--- src/logic/motor_regs_pkg.sv ---
// Shared widths, address map and channel types for the swerve motor register file
// Imported by every RTL module and by the testbench
package motor_regs_pkg;

    localparam int NUM_CHANNELS = 4;                    // One per swerve corner
    localparam int CHAN_W       = $clog2(NUM_CHANNELS);
    localparam int ADDR_W       = 6;                    // Host address width
    localparam int DATA_W       = 8;                    // Host data width
    localparam int ANGLE_W      = 12;                   // Rotation angle resolution

    // Broadcast targets, both reach the drive control registers only
    localparam logic [ADDR_W-1:0] ADDR_BCAST_ALL   = 6'h01;
    localparam logic [ADDR_W-1:0] ADDR_BCAST_DRIVE = 6'h03;

    // Drive band is 0x04..0x0B, control then status per channel
    localparam int DRIVE_BASE   = 'h04;
    localparam int DRIVE_STRIDE = 2;

    // Rotation band is 0x0C..0x27, seven registers per channel
    localparam int ROT_BASE   = 'h0C;
    localparam int ROT_STRIDE = 7;

    // Register within one channel
    typedef enum logic [3:0] {
        sel_none,
        sel_drive_ctl,
        sel_drive_stat,
        sel_rot_ctl,      // Rotation offset 0
        sel_rot_target,
        sel_angle_lo,
        sel_angle_cmd,
        sel_kp,
        sel_gains,
        sel_pwm_ovrd      // Rotation offset 6
    } reg_sel_e;

    // Same layout as the drive control byte
    typedef struct packed {
        logic       brake;      // Bit 7
        logic       enable;
        logic       direction;
        logic [4:0] pwm;        // Duty setting
    } drive_ctl_t;

    // From the drive motor, same layout as the status byte
    typedef struct packed {
        logic       fault;
        logic       startup_fail;
        logic [5:0] adc_temp;
    } drive_in_t;

    // Rotation controller configuration
    typedef struct packed {
        logic               enable;
        logic               stall_chk;      // Stall detection on
        logic [ANGLE_W-1:0] target_angle;
        logic [7:0]         kp;             // Fixed point 4.4
        logic [3:0]         ki;             // Fixed point 0.4
        logic [3:0]         kd;
        logic               ovrd_en;        // Manual PWM override
        logic               ovrd_dir;
        logic [5:0]         ovrd_ratio;
    } rot_cfg_t;

    // From the rotation controller
    typedef struct packed {
        logic [ANGLE_W-1:0] current_angle;
        logic               angle_done;     // Arrived at target
        logic               startup_fail;
    } rot_in_t;

    // One-cycle command pulses
    typedef struct packed {
        logic update;   // Start move to target
        logic abort;    // Stop current move
    } rot_cmd_t;

endpackage

--- src/logic/reg_decoder.sv ---
// Host address decoder for the motor register file
// Turns a 6-bit address into a register select, per-channel write enables and a read channel
`timescale 1ns/100ps

module reg_decoder
    import motor_regs_pkg::*;
(
    input  logic [ADDR_W-1:0]       address,
    input  logic                    write_en,
    output reg_sel_e                reg_sel,    // Shared by all channels
    output logic [NUM_CHANNELS-1:0] wr_en,
    output logic [CHAN_W-1:0]       rd_chan,
    output logic                    rd_hit      // Low for broadcast and unmapped
);

    logic                    bcast;
    logic                    hit;
    logic [CHAN_W-1:0]       chan;
    logic [NUM_CHANNELS-1:0] match;     // Channels whose band holds the address
    int                      drive_off;
    int                      rot_off;

    // Rotation offset to register select
    function automatic reg_sel_e rot_sel(input int off);
        reg_sel_e sel;
        case (off)
            0:       sel = sel_rot_ctl;
            1:       sel = sel_rot_target;
            2:       sel = sel_angle_lo;
            3:       sel = sel_angle_cmd;   // Pulses and snapshot
            4:       sel = sel_kp;
            5:       sel = sel_gains;
            6:       sel = sel_pwm_ovrd;
            default: sel = sel_none;
        endcase
        return sel;
    endfunction

    always_comb begin
        reg_sel   = sel_none;
        chan      = '0;
        hit       = 1'b0;
        match     = '0;
        drive_off = 0;
        rot_off   = 0;
        bcast     = (address == ADDR_BCAST_ALL) || (address == ADDR_BCAST_DRIVE);
        if (bcast) begin
            reg_sel = sel_drive_ctl;    // All four drive control bytes
        end else begin
            // Bands do not overlap, at most one channel matches
            for (int c = 0; c < NUM_CHANNELS; c++) begin
                drive_off = int'(address) - (DRIVE_BASE + c * DRIVE_STRIDE);
                rot_off   = int'(address) - (ROT_BASE + c * ROT_STRIDE);
                if (drive_off >= 0 && drive_off < DRIVE_STRIDE) begin
                    hit      = 1'b1;
                    match[c] = 1'b1;
                    chan     = CHAN_W'(c);
                    reg_sel  = (drive_off == 0) ? sel_drive_ctl : sel_drive_stat;
                end
                if (rot_off >= 0 && rot_off < ROT_STRIDE) begin
                    hit      = 1'b1;
                    match[c] = 1'b1;
                    chan     = CHAN_W'(c);
                    reg_sel  = rot_sel(rot_off);
                end
            end
        end
    end

    // 0x00, 0x02 and the upper gap raise no enable
    always_comb begin
        wr_en = '0;
        if (write_en && bcast) begin
            wr_en = '1;
        end else if (write_en) begin
            wr_en = match;  // One bit per matching band
        end
    end

    assign rd_chan = chan;
    assign rd_hit  = hit;   // Broadcast reads as zero

    // Never two channels unless it is a full broadcast
    always_comb begin
        assert ($onehot0(wr_en) || (&wr_en))
            else $error("wr_en neither one-hot nor broadcast");
    end

endmodule

--- src/logic/motor_channel_regs.sv ---
// Registers for one swerve corner, one drive motor and one rotation motor
// Written through the shared select and its own write enable, read back through rd_byte
`timescale 1ns/100ps

module motor_channel_regs
    import motor_regs_pkg::*;
(
    input  logic              clock,
    input  logic              rst_n,
    input  reg_sel_e          reg_sel,
    input  logic              wr_en,      // This channel is addressed
    input  logic [DATA_W-1:0] wr_data,
    input  drive_in_t         drive_in,
    input  rot_in_t           rot_in,
    output drive_ctl_t        drive_ctl,
    output rot_cfg_t          rot_cfg,
    output rot_cmd_t          rot_cmd,
    output logic [DATA_W-1:0] rd_byte     // Selected register, combinational
);

    logic wr_drive;
    logic wr_rot_ctl;
    logic wr_target;
    logic cmd_wr;
    logic wr_kp;
    logic wr_gains;
    logic wr_ovrd;

    drive_in_t          drive_stat_q;   // Sampled every edge
    logic               rot_en_q;
    logic               stall_chk_q;
    logic               rot_sf_q;       // Startup fail seen at rot_ctl write
    logic [3:0]         target_hi_q;
    logic [7:0]         target_lo_q;
    logic [ANGLE_W-1:0] angle_snap_q;
    logic               angle_done_q;
    logic [7:0]         kp_q;
    logic [7:0]         gains_q;        // ki high nibble, kd low nibble
    logic [7:0]         ovrd_q;

    // Per-register strobes
    assign wr_drive   = wr_en && (reg_sel == sel_drive_ctl);
    assign wr_rot_ctl = wr_en && (reg_sel == sel_rot_ctl);
    assign wr_target  = wr_en && (reg_sel == sel_rot_target);
    assign cmd_wr     = wr_en && (reg_sel == sel_angle_cmd);
    assign wr_kp      = wr_en && (reg_sel == sel_kp);
    assign wr_gains   = wr_en && (reg_sel == sel_gains);
    assign wr_ovrd    = wr_en && (reg_sel == sel_pwm_ovrd);

    // Drive side
    always_ff @(posedge clock or negedge rst_n) begin
        if (!rst_n) begin
            drive_ctl    <= '0;
            drive_stat_q <= '0;
        end else begin
            drive_stat_q <= drive_in;   // One cycle behind the motor
            if (wr_drive) begin
                drive_ctl <= drive_ctl_t'(wr_data);
            end
        end
    end

    // Rotation configuration
    always_ff @(posedge clock or negedge rst_n) begin
        if (!rst_n) begin
            rot_en_q    <= 1'b0;
            stall_chk_q <= 1'b0;
            rot_sf_q    <= 1'b0;
            target_hi_q <= '0;
            target_lo_q <= '0;
            kp_q        <= '0;
            gains_q     <= '0;
            ovrd_q      <= '0;
        end else begin
            if (wr_rot_ctl) begin
                rot_en_q    <= wr_data[6];
                stall_chk_q <= wr_data[5];
                rot_sf_q    <= rot_in.startup_fail;  // This channel's own bit
                target_hi_q <= wr_data[3:0];
            end
            if (wr_target) target_lo_q <= wr_data;
            if (wr_kp)     kp_q        <= wr_data;
            if (wr_gains)  gains_q     <= wr_data;
            if (wr_ovrd)   ovrd_q      <= wr_data;
        end
    end

    // Command pulses and angle snapshot
    always_ff @(posedge clock or negedge rst_n) begin
        if (!rst_n) begin
            rot_cmd      <= '0;
            angle_snap_q <= '0;
            angle_done_q <= 1'b0;
        end else begin
            angle_done_q <= rot_in.angle_done;
            rot_cmd      <= '{update: cmd_wr && wr_data[5], abort: cmd_wr && wr_data[4]};
            // Both bytes of a readback come from one capture
            if (cmd_wr && wr_data[6]) begin
                angle_snap_q <= rot_in.current_angle;
            end
        end
    end

    assign rot_cfg = '{
        enable:       rot_en_q,
        stall_chk:    stall_chk_q,
        target_angle: {target_hi_q, target_lo_q},
        kp:           kp_q,
        ki:           gains_q[7:4],
        kd:           gains_q[3:0],
        ovrd_en:      ovrd_q[7],
        ovrd_dir:     ovrd_q[6],
        ovrd_ratio:   ovrd_q[5:0]
    };

    always_comb begin
        case (reg_sel)
            sel_drive_ctl:  rd_byte = drive_ctl;
            sel_drive_stat: rd_byte = drive_stat_q;
            sel_rot_ctl:    rd_byte = {1'b0, rot_en_q, stall_chk_q, rot_sf_q, target_hi_q};
            sel_rot_target: rd_byte = target_lo_q;
            sel_angle_lo:   rd_byte = angle_snap_q[7:0];
            sel_angle_cmd:  rd_byte = {angle_done_q, 3'b000, angle_snap_q[ANGLE_W-1:8]};
            sel_kp:         rd_byte = kp_q;
            sel_gains:      rd_byte = gains_q;
            sel_pwm_ovrd:   rd_byte = ovrd_q;
            default:        rd_byte = '0;
        endcase
    end

    // A pulse lasts longer than one cycle only under back-to-back command writes
    a_cmd_single: assert property (@(posedge clock) disable iff (!rst_n)
        (rot_cmd.update || rot_cmd.abort) |=> ((rot_cmd == '0) || $past(cmd_wr)))
        else $error("rot_cmd held without a command write");

endmodule

--- src/logic/readback_mux.sv ---
// Read data register for the host bus
// Selects the addressed channel's byte and holds it until the next read
`timescale 1ns/100ps

module readback_mux
    import motor_regs_pkg::*;
(
    input  logic                                 clock,
    input  logic                                 rst_n,
    input  logic                                 read_en,
    input  logic                                 rd_hit,      // Mapped per-channel address
    input  logic [CHAN_W-1:0]                    rd_chan,
    input  logic [NUM_CHANNELS-1:0][DATA_W-1:0]  chan_bytes,
    output logic [DATA_W-1:0]                    rd_data
);

    logic [DATA_W-1:0] sel_byte;

    // Broadcast, reserved and unmapped read as zero
    assign sel_byte = rd_hit ? chan_bytes[rd_chan] : '0;

    // One cycle latency, held between reads
    always_ff @(posedge clock or negedge rst_n) begin
        if (!rst_n) begin
            rd_data <= '0;
        end else if (read_en) begin
            rd_data <= sel_byte;
        end
    end

    // Decoder must only hit a channel that exists
    a_chan_range: assert property (@(posedge clock) disable iff (!rst_n)
        rd_hit |-> (int'(rd_chan) < NUM_CHANNELS))
        else $error("rd_chan out of range with rd_hit set");

endmodule

--- src/logic/motor_reg_top.sv ---
// Top of the swerve motor register file
// Host strobes in, per-corner drive and rotation controls out
`timescale 1ns/100ps

module motor_reg_top
    import motor_regs_pkg::*;
(
    input  logic                          clock,
    input  logic                          rst_n,
    input  logic [ADDR_W-1:0]             address,
    input  logic                          write_en,
    input  logic [DATA_W-1:0]             wr_data,
    input  logic                          read_en,
    output logic [DATA_W-1:0]             rd_data,
    input  drive_in_t [NUM_CHANNELS-1:0]  drive_in,   // Indexed by corner
    input  rot_in_t   [NUM_CHANNELS-1:0]  rot_in,
    output drive_ctl_t [NUM_CHANNELS-1:0] drive_ctl,
    output rot_cfg_t   [NUM_CHANNELS-1:0] rot_cfg,
    output rot_cmd_t   [NUM_CHANNELS-1:0] rot_cmd
);

    reg_sel_e                            reg_sel;
    logic [NUM_CHANNELS-1:0]             wr_en;
    logic [CHAN_W-1:0]                   rd_chan;
    logic                                rd_hit;
    logic [NUM_CHANNELS-1:0][DATA_W-1:0] chan_bytes;   // Each corner's selected byte

    reg_decoder u_decoder (
        .address  (address),
        .write_en (write_en),
        .reg_sel  (reg_sel),
        .wr_en    (wr_en),
        .rd_chan  (rd_chan),
        .rd_hit   (rd_hit)
    );

    // One register set per corner
    for (genvar c = 0; c < NUM_CHANNELS; c++) begin : g_chan
        motor_channel_regs u_chan (
            .clock     (clock),
            .rst_n     (rst_n),
            .reg_sel   (reg_sel),
            .wr_en     (wr_en[c]),
            .wr_data   (wr_data),
            .drive_in  (drive_in[c]),
            .rot_in    (rot_in[c]),
            .drive_ctl (drive_ctl[c]),
            .rot_cfg   (rot_cfg[c]),
            .rot_cmd   (rot_cmd[c]),
            .rd_byte   (chan_bytes[c])
        );
    end

    readback_mux u_readback (
        .clock      (clock),
        .rst_n      (rst_n),
        .read_en    (read_en),
        .rd_hit     (rd_hit),
        .rd_chan    (rd_chan),
        .chan_bytes (chan_bytes),
        .rd_data    (rd_data)
    );

endmodule

--- config.mk ---
export PLATFORM = sky130hd
export DESIGN_NAME = motor_reg_top
export DESIGN_NICKNAME = d
export VERILOG_FILES = /design/src/logic/motor_regs_pkg.sv /design/src/logic/reg_decoder.sv /design/src/logic/motor_channel_regs.sv /design/src/logic/readback_mux.sv /design/src/logic/motor_reg_top.sv
export SDC_FILE = /design/constraint.sdc
export NUM_CORES = 1
export LEC_CHECK = 0
export BUFFER_PORTS_ARGS = -buffer_cell sky130_fd_sc_hd__clkbuf_2
export CAP_MARGIN = 0
export CORE_MARGIN = 3
export CORE_UTILIZATION = 30
export CTS_CLUSTER_DIAMETER = 100
export CTS_CLUSTER_SIZE = 20
export DETAILED_ROUTE_END_ITERATION = 7
export HOLD_SLACK_MARGIN = 0.15
export PLACE_DENSITY = 0.54
export SYNTH_ARGS = -nofsm -noshare
export SYNTH_HDL_FRONTEND = slang
export SYNTH_SLANG_ARGS = --single-unit
--- constraint.sdc ---
create_clock -name clock -period 1.85 [get_ports clock]
set_clock_uncertainty 0.2 [all_clocks]
set_input_delay 0.0925 -clock clock [delete_from_list [all_inputs] [get_ports clock]]
set_output_delay 0.0925 -clock clock [all_outputs]
set_load 0.01 [all_outputs]
## Yosys cells after proc, flatten, opt, wreduce, memory -nomap -nowiden

Index checks and enable logic that the tools add are counted.

| operators by class | value |
|---|---|
| $add $sub $neg | 8 |
| magnitude comparators | 17 |
| equality and inequality tests | 35 |
| mux-type cells | 49 |
| reduce and logical (&&, ||, !) cells | 58 |

Operator list:

| kind | count |
|---|---|
| 32-bit by 3-bit equality test with 1-bit output, second input constant | 12 |
| 8-bit one-hot mux with 9 select lines | 4 |
| 32-bit by 2-bit equality test with 1-bit output, second input constant | 8 |
| 32-bit by 1-bit >= comparator with 1-bit output, second input constant | 8 |
| 32-bit logical NOT | 8 |
| 32-bit by 1-bit equality test with 1-bit output, second input constant | 4 |
| 32-bit by 3-bit less-than comparator with 1-bit output, second input constant | 4 |
| 32-bit by 4-bit less-than comparator with 1-bit output, second input constant | 4 |
| 4-bit one-hot mux with 7 select lines | 4 |
| 1-bit logical AND | 49 |
| 4-bit 2-to-1 mux | 12 |
| 6-bit by 4-bit subtractor with 7-bit output, second input constant | 3 |
| 2-bit 2-to-1 mux | 9 |
| 1-bit 2-to-1 mux | 17 |
| 8-bit binary-select mux with 2-bit select | 1 |
| 4-bit by 3-bit equality test with 1-bit output, second input constant | 4 |
| 8-bit 2-to-1 mux | 2 |
| 6-bit by 3-bit subtractor with 7-bit output, second input constant | 2 |
| 6-bit by 5-bit subtractor with 7-bit output, second input constant | 2 |
| 4-bit by 2-bit equality test with 1-bit output, second input constant | 2 |
| 4-bit equality test, second input constant | 2 |
| 6-bit by 6-bit subtractor with 7-bit output, second input constant | 1 |
| 6-bit by 1-bit equality test with 1-bit output, second input constant | 1 |
| 6-bit by 2-bit equality test with 1-bit output, second input constant | 1 |
| other kinds (3) | 3 |

| word-level totals | value |
|---|---|
| register bits after elaboration | 288 |
| bits of input ports | 106 |
| output and inout bits | 200 |

## Logic depth before layout (Yosys ltp)

| logic depth | value |
|---|---|
| depth after elaboration | 17 |
| gate-level depth with buffers | 19 |
| gate-level depth less buffers | 13 |

## Cells and area by module

A second synthesis with hierarchy kept.

| unflattened totals | value |
|---|---|
| cell total of the unflattened synthesis | 1,250 |
| area total of the unflattened synthesis | 15,605.0 um2 |

By module, submodules not included:

| module | instances | cells each | area an instance (um2) | seq. area each (um2) |
|---|---|---|---|---|
| motor_channel_regs | 4 | 257 | 3,423.3 | 1,751.7 |
| reg_decoder | 1 | 177 | 1,382.6 | 0.0 |
| readback_mux | 1 | 45 | 529.3 | 200.2 |

## Worst setup path before layout

No wires, ideal clock.

| path | value |
|---|---|
| path kind | input port to flip-flop |
| from | input address[3] |
| to | register u_readback.rd_data[1] |
| setup time | 137 ps |
| arrival | 3,384 ps |
| data required time | 1,513 ps |
| setup slack | -1,871 ps |
| cell stages on the path | 17 |
| path buffers | 5 |
| path through | buf_2 -> inv_1 -> ha_1 -> nor2b_1 -> a2111o_1 -> a2111o_1 -> o21ai_2 -> buf_6 -> nor3_2 -> a221oi_4 -> buf_6 -> buf_4 -> buf_4 -> mux2i_1 -> o221ai_1 -> a221oi_1 -> o32ai_1 |

| between the ends | value |
|---|---|
| longest elaborated chain between the ends | 17 |
| elaborated cells on any way between the ends | 116 |

Ends and longest elaborated chain:

| item | line | RTL |
|---|---|---|
| start: declaration | motor_reg_top.sv:10 | `input logic [ADDR_W-1:0] address,` |
| 6-bit by 3-bit subtractor with 7-bit output | reg_decoder.sv:52 | `drive_off = int'(address) - (DRIVE_BASE + c * DRIVE_STRIDE);` |
| 32-bit by 1-bit >= comparator with 1-bit output (tied with other cells) | reg_decoder.sv:54 | `if (drive_off >= 0 && drive_off < DRIVE_STRIDE) begin` |
| 1-bit logical AND / 2-bit 2-to-1 mux (equally long branches) | reg_decoder.sv:54, reg_decoder.sv:58 |  |
| 4-bit 2-to-1 mux | reg_decoder.sv:54 |  |
| 4-bit 2-to-1 mux | reg_decoder.sv:60 | `if (rot_off >= 0 && rot_off < ROT_STRIDE) begin` |
| 4-bit 2-to-1 mux | reg_decoder.sv:54 |  |
| 4-bit 2-to-1 mux | reg_decoder.sv:60 |  |
| 4-bit 2-to-1 mux | reg_decoder.sv:54 |  |
| 4-bit 2-to-1 mux | reg_decoder.sv:60 |  |
| 4-bit 2-to-1 mux | reg_decoder.sv:54 |  |
| 4-bit 2-to-1 mux | reg_decoder.sv:60 |  |
| 4-bit 2-to-1 mux | reg_decoder.sv:47 | `if (bcast) begin` |
| 4-bit equality test (tied with other cells) | motor_channel_regs.sv:117 | `case (reg_sel)` |
| 8-bit one-hot mux with 9 select lines | motor_channel_regs.sv:117 |  |
| 8-bit binary-select mux with 2-bit select | readback_mux.sv:20 | `assign sel_byte = rd_hit ? chan_bytes[rd_chan] : '0;` |
| 8-bit 2-to-1 mux (implied by the code) | readback_mux.sv:20 |  |
| 8-bit 2-to-1 mux * | readback_mux.sv:20 |  |
| end signal: assignment | readback_mux.sv:27 | `rd_data <= sel_byte;` |
| end: declaration | readback_mux.sv:14 | `output logic [DATA_W-1:0] rd_data` |

Mark *: on every way between the ends. The rest lies on a longest branch, timed or not. The select of a mux whose other input is x is not followed.
A chain may end at the register's enable or synchronous reset.

## Worst setup path in the final report

| path | value |
|---|---|
| from | input address[3] |
| to | register u_readback.rd_data[3] |

The elaborated chain is that of the path after synthesis.

==> flow_summary.yaml <==
run_status:
  status: "finished, violations left"
  violations: "negative setup slack"
clock_tree:
  cts-root-buf: "clkbuf_16"
  numCtsBuffers: 18
  cts_tree: "built"
  clock_sinks: 288
  cts_buffer_depth: 3
  worstSkewPairLatency_ns: 0.54
  cts_max_level: 1
  clk_pin_slew_ns: 0.09
sta:
  rsz0062_at_grt: "true"
  worstMarginPinSlew_ns: 0.9122
  slew_headroom_pct: 38.78
  worst_slack_ns: -1.426
  whs_ns: 0.1562
  finalSetupViolCount: 252
  min_period_over_period_pct: 177.1
  finalCriticalPeriod_ns: 3.276
  finalHoldViolations: 0
  timing.final.max_slew_violations: 0
  fmaxAchievable_ghz: 0.3052
global_routing:
  grt_usage_pct: 23.79
  antenna_found_initial: 0
  grt_pass1_wl_um: 89010
  grt_max_degree: 52
  grt-ovfl-total: 0
  grt_pass1_vias: 13160
final_layout:
  final_cell_mix: "299 x clkbuf_2, 288 x dfrtp_1, 204 x buf_4"
  drive_above_1_share_pct: 55.54
  fin_util_pct: 49.79
  stdcell_area_um2: 22880
  syn_to_final_growth_pct: 62.15
  layout.nets: 1953
  final_common_cell: "clkbuf_2"
  antenna_cells: 0
detailed_routing:
  drc_errors: 0
  wire_per_inst_um: 25.50
  drtIter0Drc: 830
  drtPass1Iterations: 5
  wl_um: 62000
  ant_nets: 0
  avgViaCountPerCell: 5.192
  routed-via-count: 12620
floorplan:
  io-pin-count: 306
  die_area_um2: 49680
  initial_core_util_pct: 30.70
  design.core.area_um2: 45970
  die_h_um: 222.9
  rows: 78
  die_w_um: 222.9
logic_synthesis:
  synth_area_leaders: "dfrtp_1 51%, mux2_2 11%, mux2_1 8.9%"
  avgSynthCellArea_um2: 12.50
  synth_seq_area_share_pct: 51.06
  ys.warnings.count: 0
  synth_edf_count: 0
  synth_area_leader_cell: "dfrtp_1"
  synth_nets: 1252
  synth_cells: 1129
  synth_top_flop_cell: "dfrtp_1"
  syn_area_um2: 14110
  ys_async_sr_fraction_pct: 100.0
  ys_ff_latch: 288
  synth_cell_type_count: 79
  yosysTopAreaCellShare_pct: 51.06
critical_path:
  startpoint_type: "primary input"
  endpoint_kind: "flip-flop"
  cp.required_ns: 2.07
  crit_arrival_ns: 3.50
  crit_path_max_fanout: 6
  crit_type: "primary input to flip-flop"
power_and_ir_drop:
  peakVddDrop_uv: 563.0
  power_leakage_nw: 11.13
  total_power_w: 0.02003
  powerDensity_nw_per_um2: 875.2
place:
  dpl.hpwl_um: 45950
  placed_area_um2: 18570
  portBuffers: 305
  gp_congestion: 0.8900
run:
  max-cap-violations: 0
min_path:
  min_path_type: "primary input to flip-flop"
[synth_stat cells, types with 7 or more instances]
master       n
o21ai_0     14
nand2b_1     9
o21ai_1      9
o22ai_1     16
and3_1       7
nor2b_1     14
clkbuf_1    30
buf_2       22
buf_4       20
a21oi_1     24
a2bb2oi_1   16
nor2_1      35
o2bb2ai_1    7
mux2_1     111
o221ai_1     9
dfrtp_1    288
mux2i_1     74
a211oi_1    11
inv_1       12
mux2_2     134
nand3_1     15
a221o_1     10
a221oi_1    15
nand2_1     69
o211ai_1     9
nor3_1       9
ha_1        17
[power breakdown]
group	leakage [nW]	internal (W)	switching (W)	total, W
Clock	0.247	0.00191	0.00222	0.00414
Sequential	3.86	0.00729	0.000988	0.00827
Combinational	7.03	0.00391	0.00371	0.00762
[routing by layer]
metal	vias up	share of wire (%)	global-route usage, %
met2	412	46	38.21
met3	81	6.3	4.789
met5	-	0	0
met1	6531	44	32.88
met4	0	3.0	6.358
li1	5598	-	-
[worst paths after layout]
kind / startpoint / to / slack (ns) / cells past startpoint
max in group asynchronous: rst_n / g_chan[3].u_chan.angle_snap_q[6] / 0.40 / 4
worst max-delay path: address[3] / u_readback.rd_data[3] / -1.43 / 17
worst max register to register: g_chan[3].u_chan.angle_snap_q[11] / u_readback.rd_data[3] / -0.01 / 4
min in group asynchronous: rst_n / g_chan[2].u_chan.angle_snap_q[4] / 0.39 / 3
worst min-delay path: rot_in[50] / g_chan[3].u_chan.angle_snap_q[6] / 0.16 / 3
worst min register to register: g_chan[0].u_chan.rot_sf_q / g_chan[0].u_chan.rot_sf_q / 0.32 / 1
[flip-flops by register name, indices dropped and copies added, names as in the netlist]
signal / cells
g_chan.u_chan.angle_done_q: 4
g_chan.u_chan.drive_ctl: 32
g_chan.u_chan.target_lo_q: 32
g_chan.u_chan.rot_cmd: 8
g_chan.u_chan.stall_chk_q: 4
g_chan.u_chan.rot_sf_q: 4
u_readback.rd_data: 8
g_chan.u_chan.gains_q: 32
g_chan.u_chan.rot_en_q: 4
g_chan.u_chan.target_hi_q: 16
g_chan.u_chan.kp_q: 32
g_chan.u_chan.ovrd_q: 32
g_chan.u_chan.drive_stat_q: 32
g_chan.u_chan.angle_snap_q: 48
[final cells by class]
type | count | area (µm²)
Clock buffer | 18 | 450.4
Timing Repair Buffer | 756 | 6181
Inverter | 12 | 82.58
Timing Repair inverter | 1 | 8.758
Fill cell | 4132 | 23080
Multi-Input combinational cell | 753 | 8149
Sequential cell | 288 | 7207
Tap cell | 600 | 750.7
Clock inverter | 3 | 55.05
[through the flow]
stage,instances,worst slack (ns),setup TNS (ns)
after floorplan,1129,-1.543,-358.13
after global placement,2198,-2.690,-590.48
after detailed placement,2198,-2.601,-560.61
after CTS,2404,-1.362,-296.99
after global routing,2431,-1.487,-320.32
final,2431,-1.426,-303.41
[kinds of logic after synthesis]
family	share of synthesized area [%]
xor gates and xnor gates	0.5585
and+or+nand+nor	7.207
buffers and inverters	3.227
DFF	51.06
adders and majority gates	1.507
AOI/OAI and AO/OA	11.64
muxes	24.80
[worst max-delay path, cell delays in order]
cell and delay [ns]:
clkbuf_16 0.15, ha_4 0.17, buf_6 0.12, nor4bb_4 0.15, a211o_1 0.32, and3_4 0.22
a31oi_4 0.19, o21a_1 0.22, buf_4 0.14, a31oi_4 0.10, buf_12 0.17, buf_12 0.14
and3_4 0.17, a221o_1 0.36, a2111oi_4 0.40, a211oi_2 0.13, a32o_1 0.24
[what timing repair did]
action | 4_1_cts | 5_1_grt
resized for setup | 170 | 183
pin swaps | 43 | 59
endpoints found under the setup margin | 252 | 252
cloned | 1 | 4
endpoints found under the hold margin | 481 | 0
hold buffers | 153 | 0
buffers inserted | 33 | 25
(Power assumes the default switching activity.)
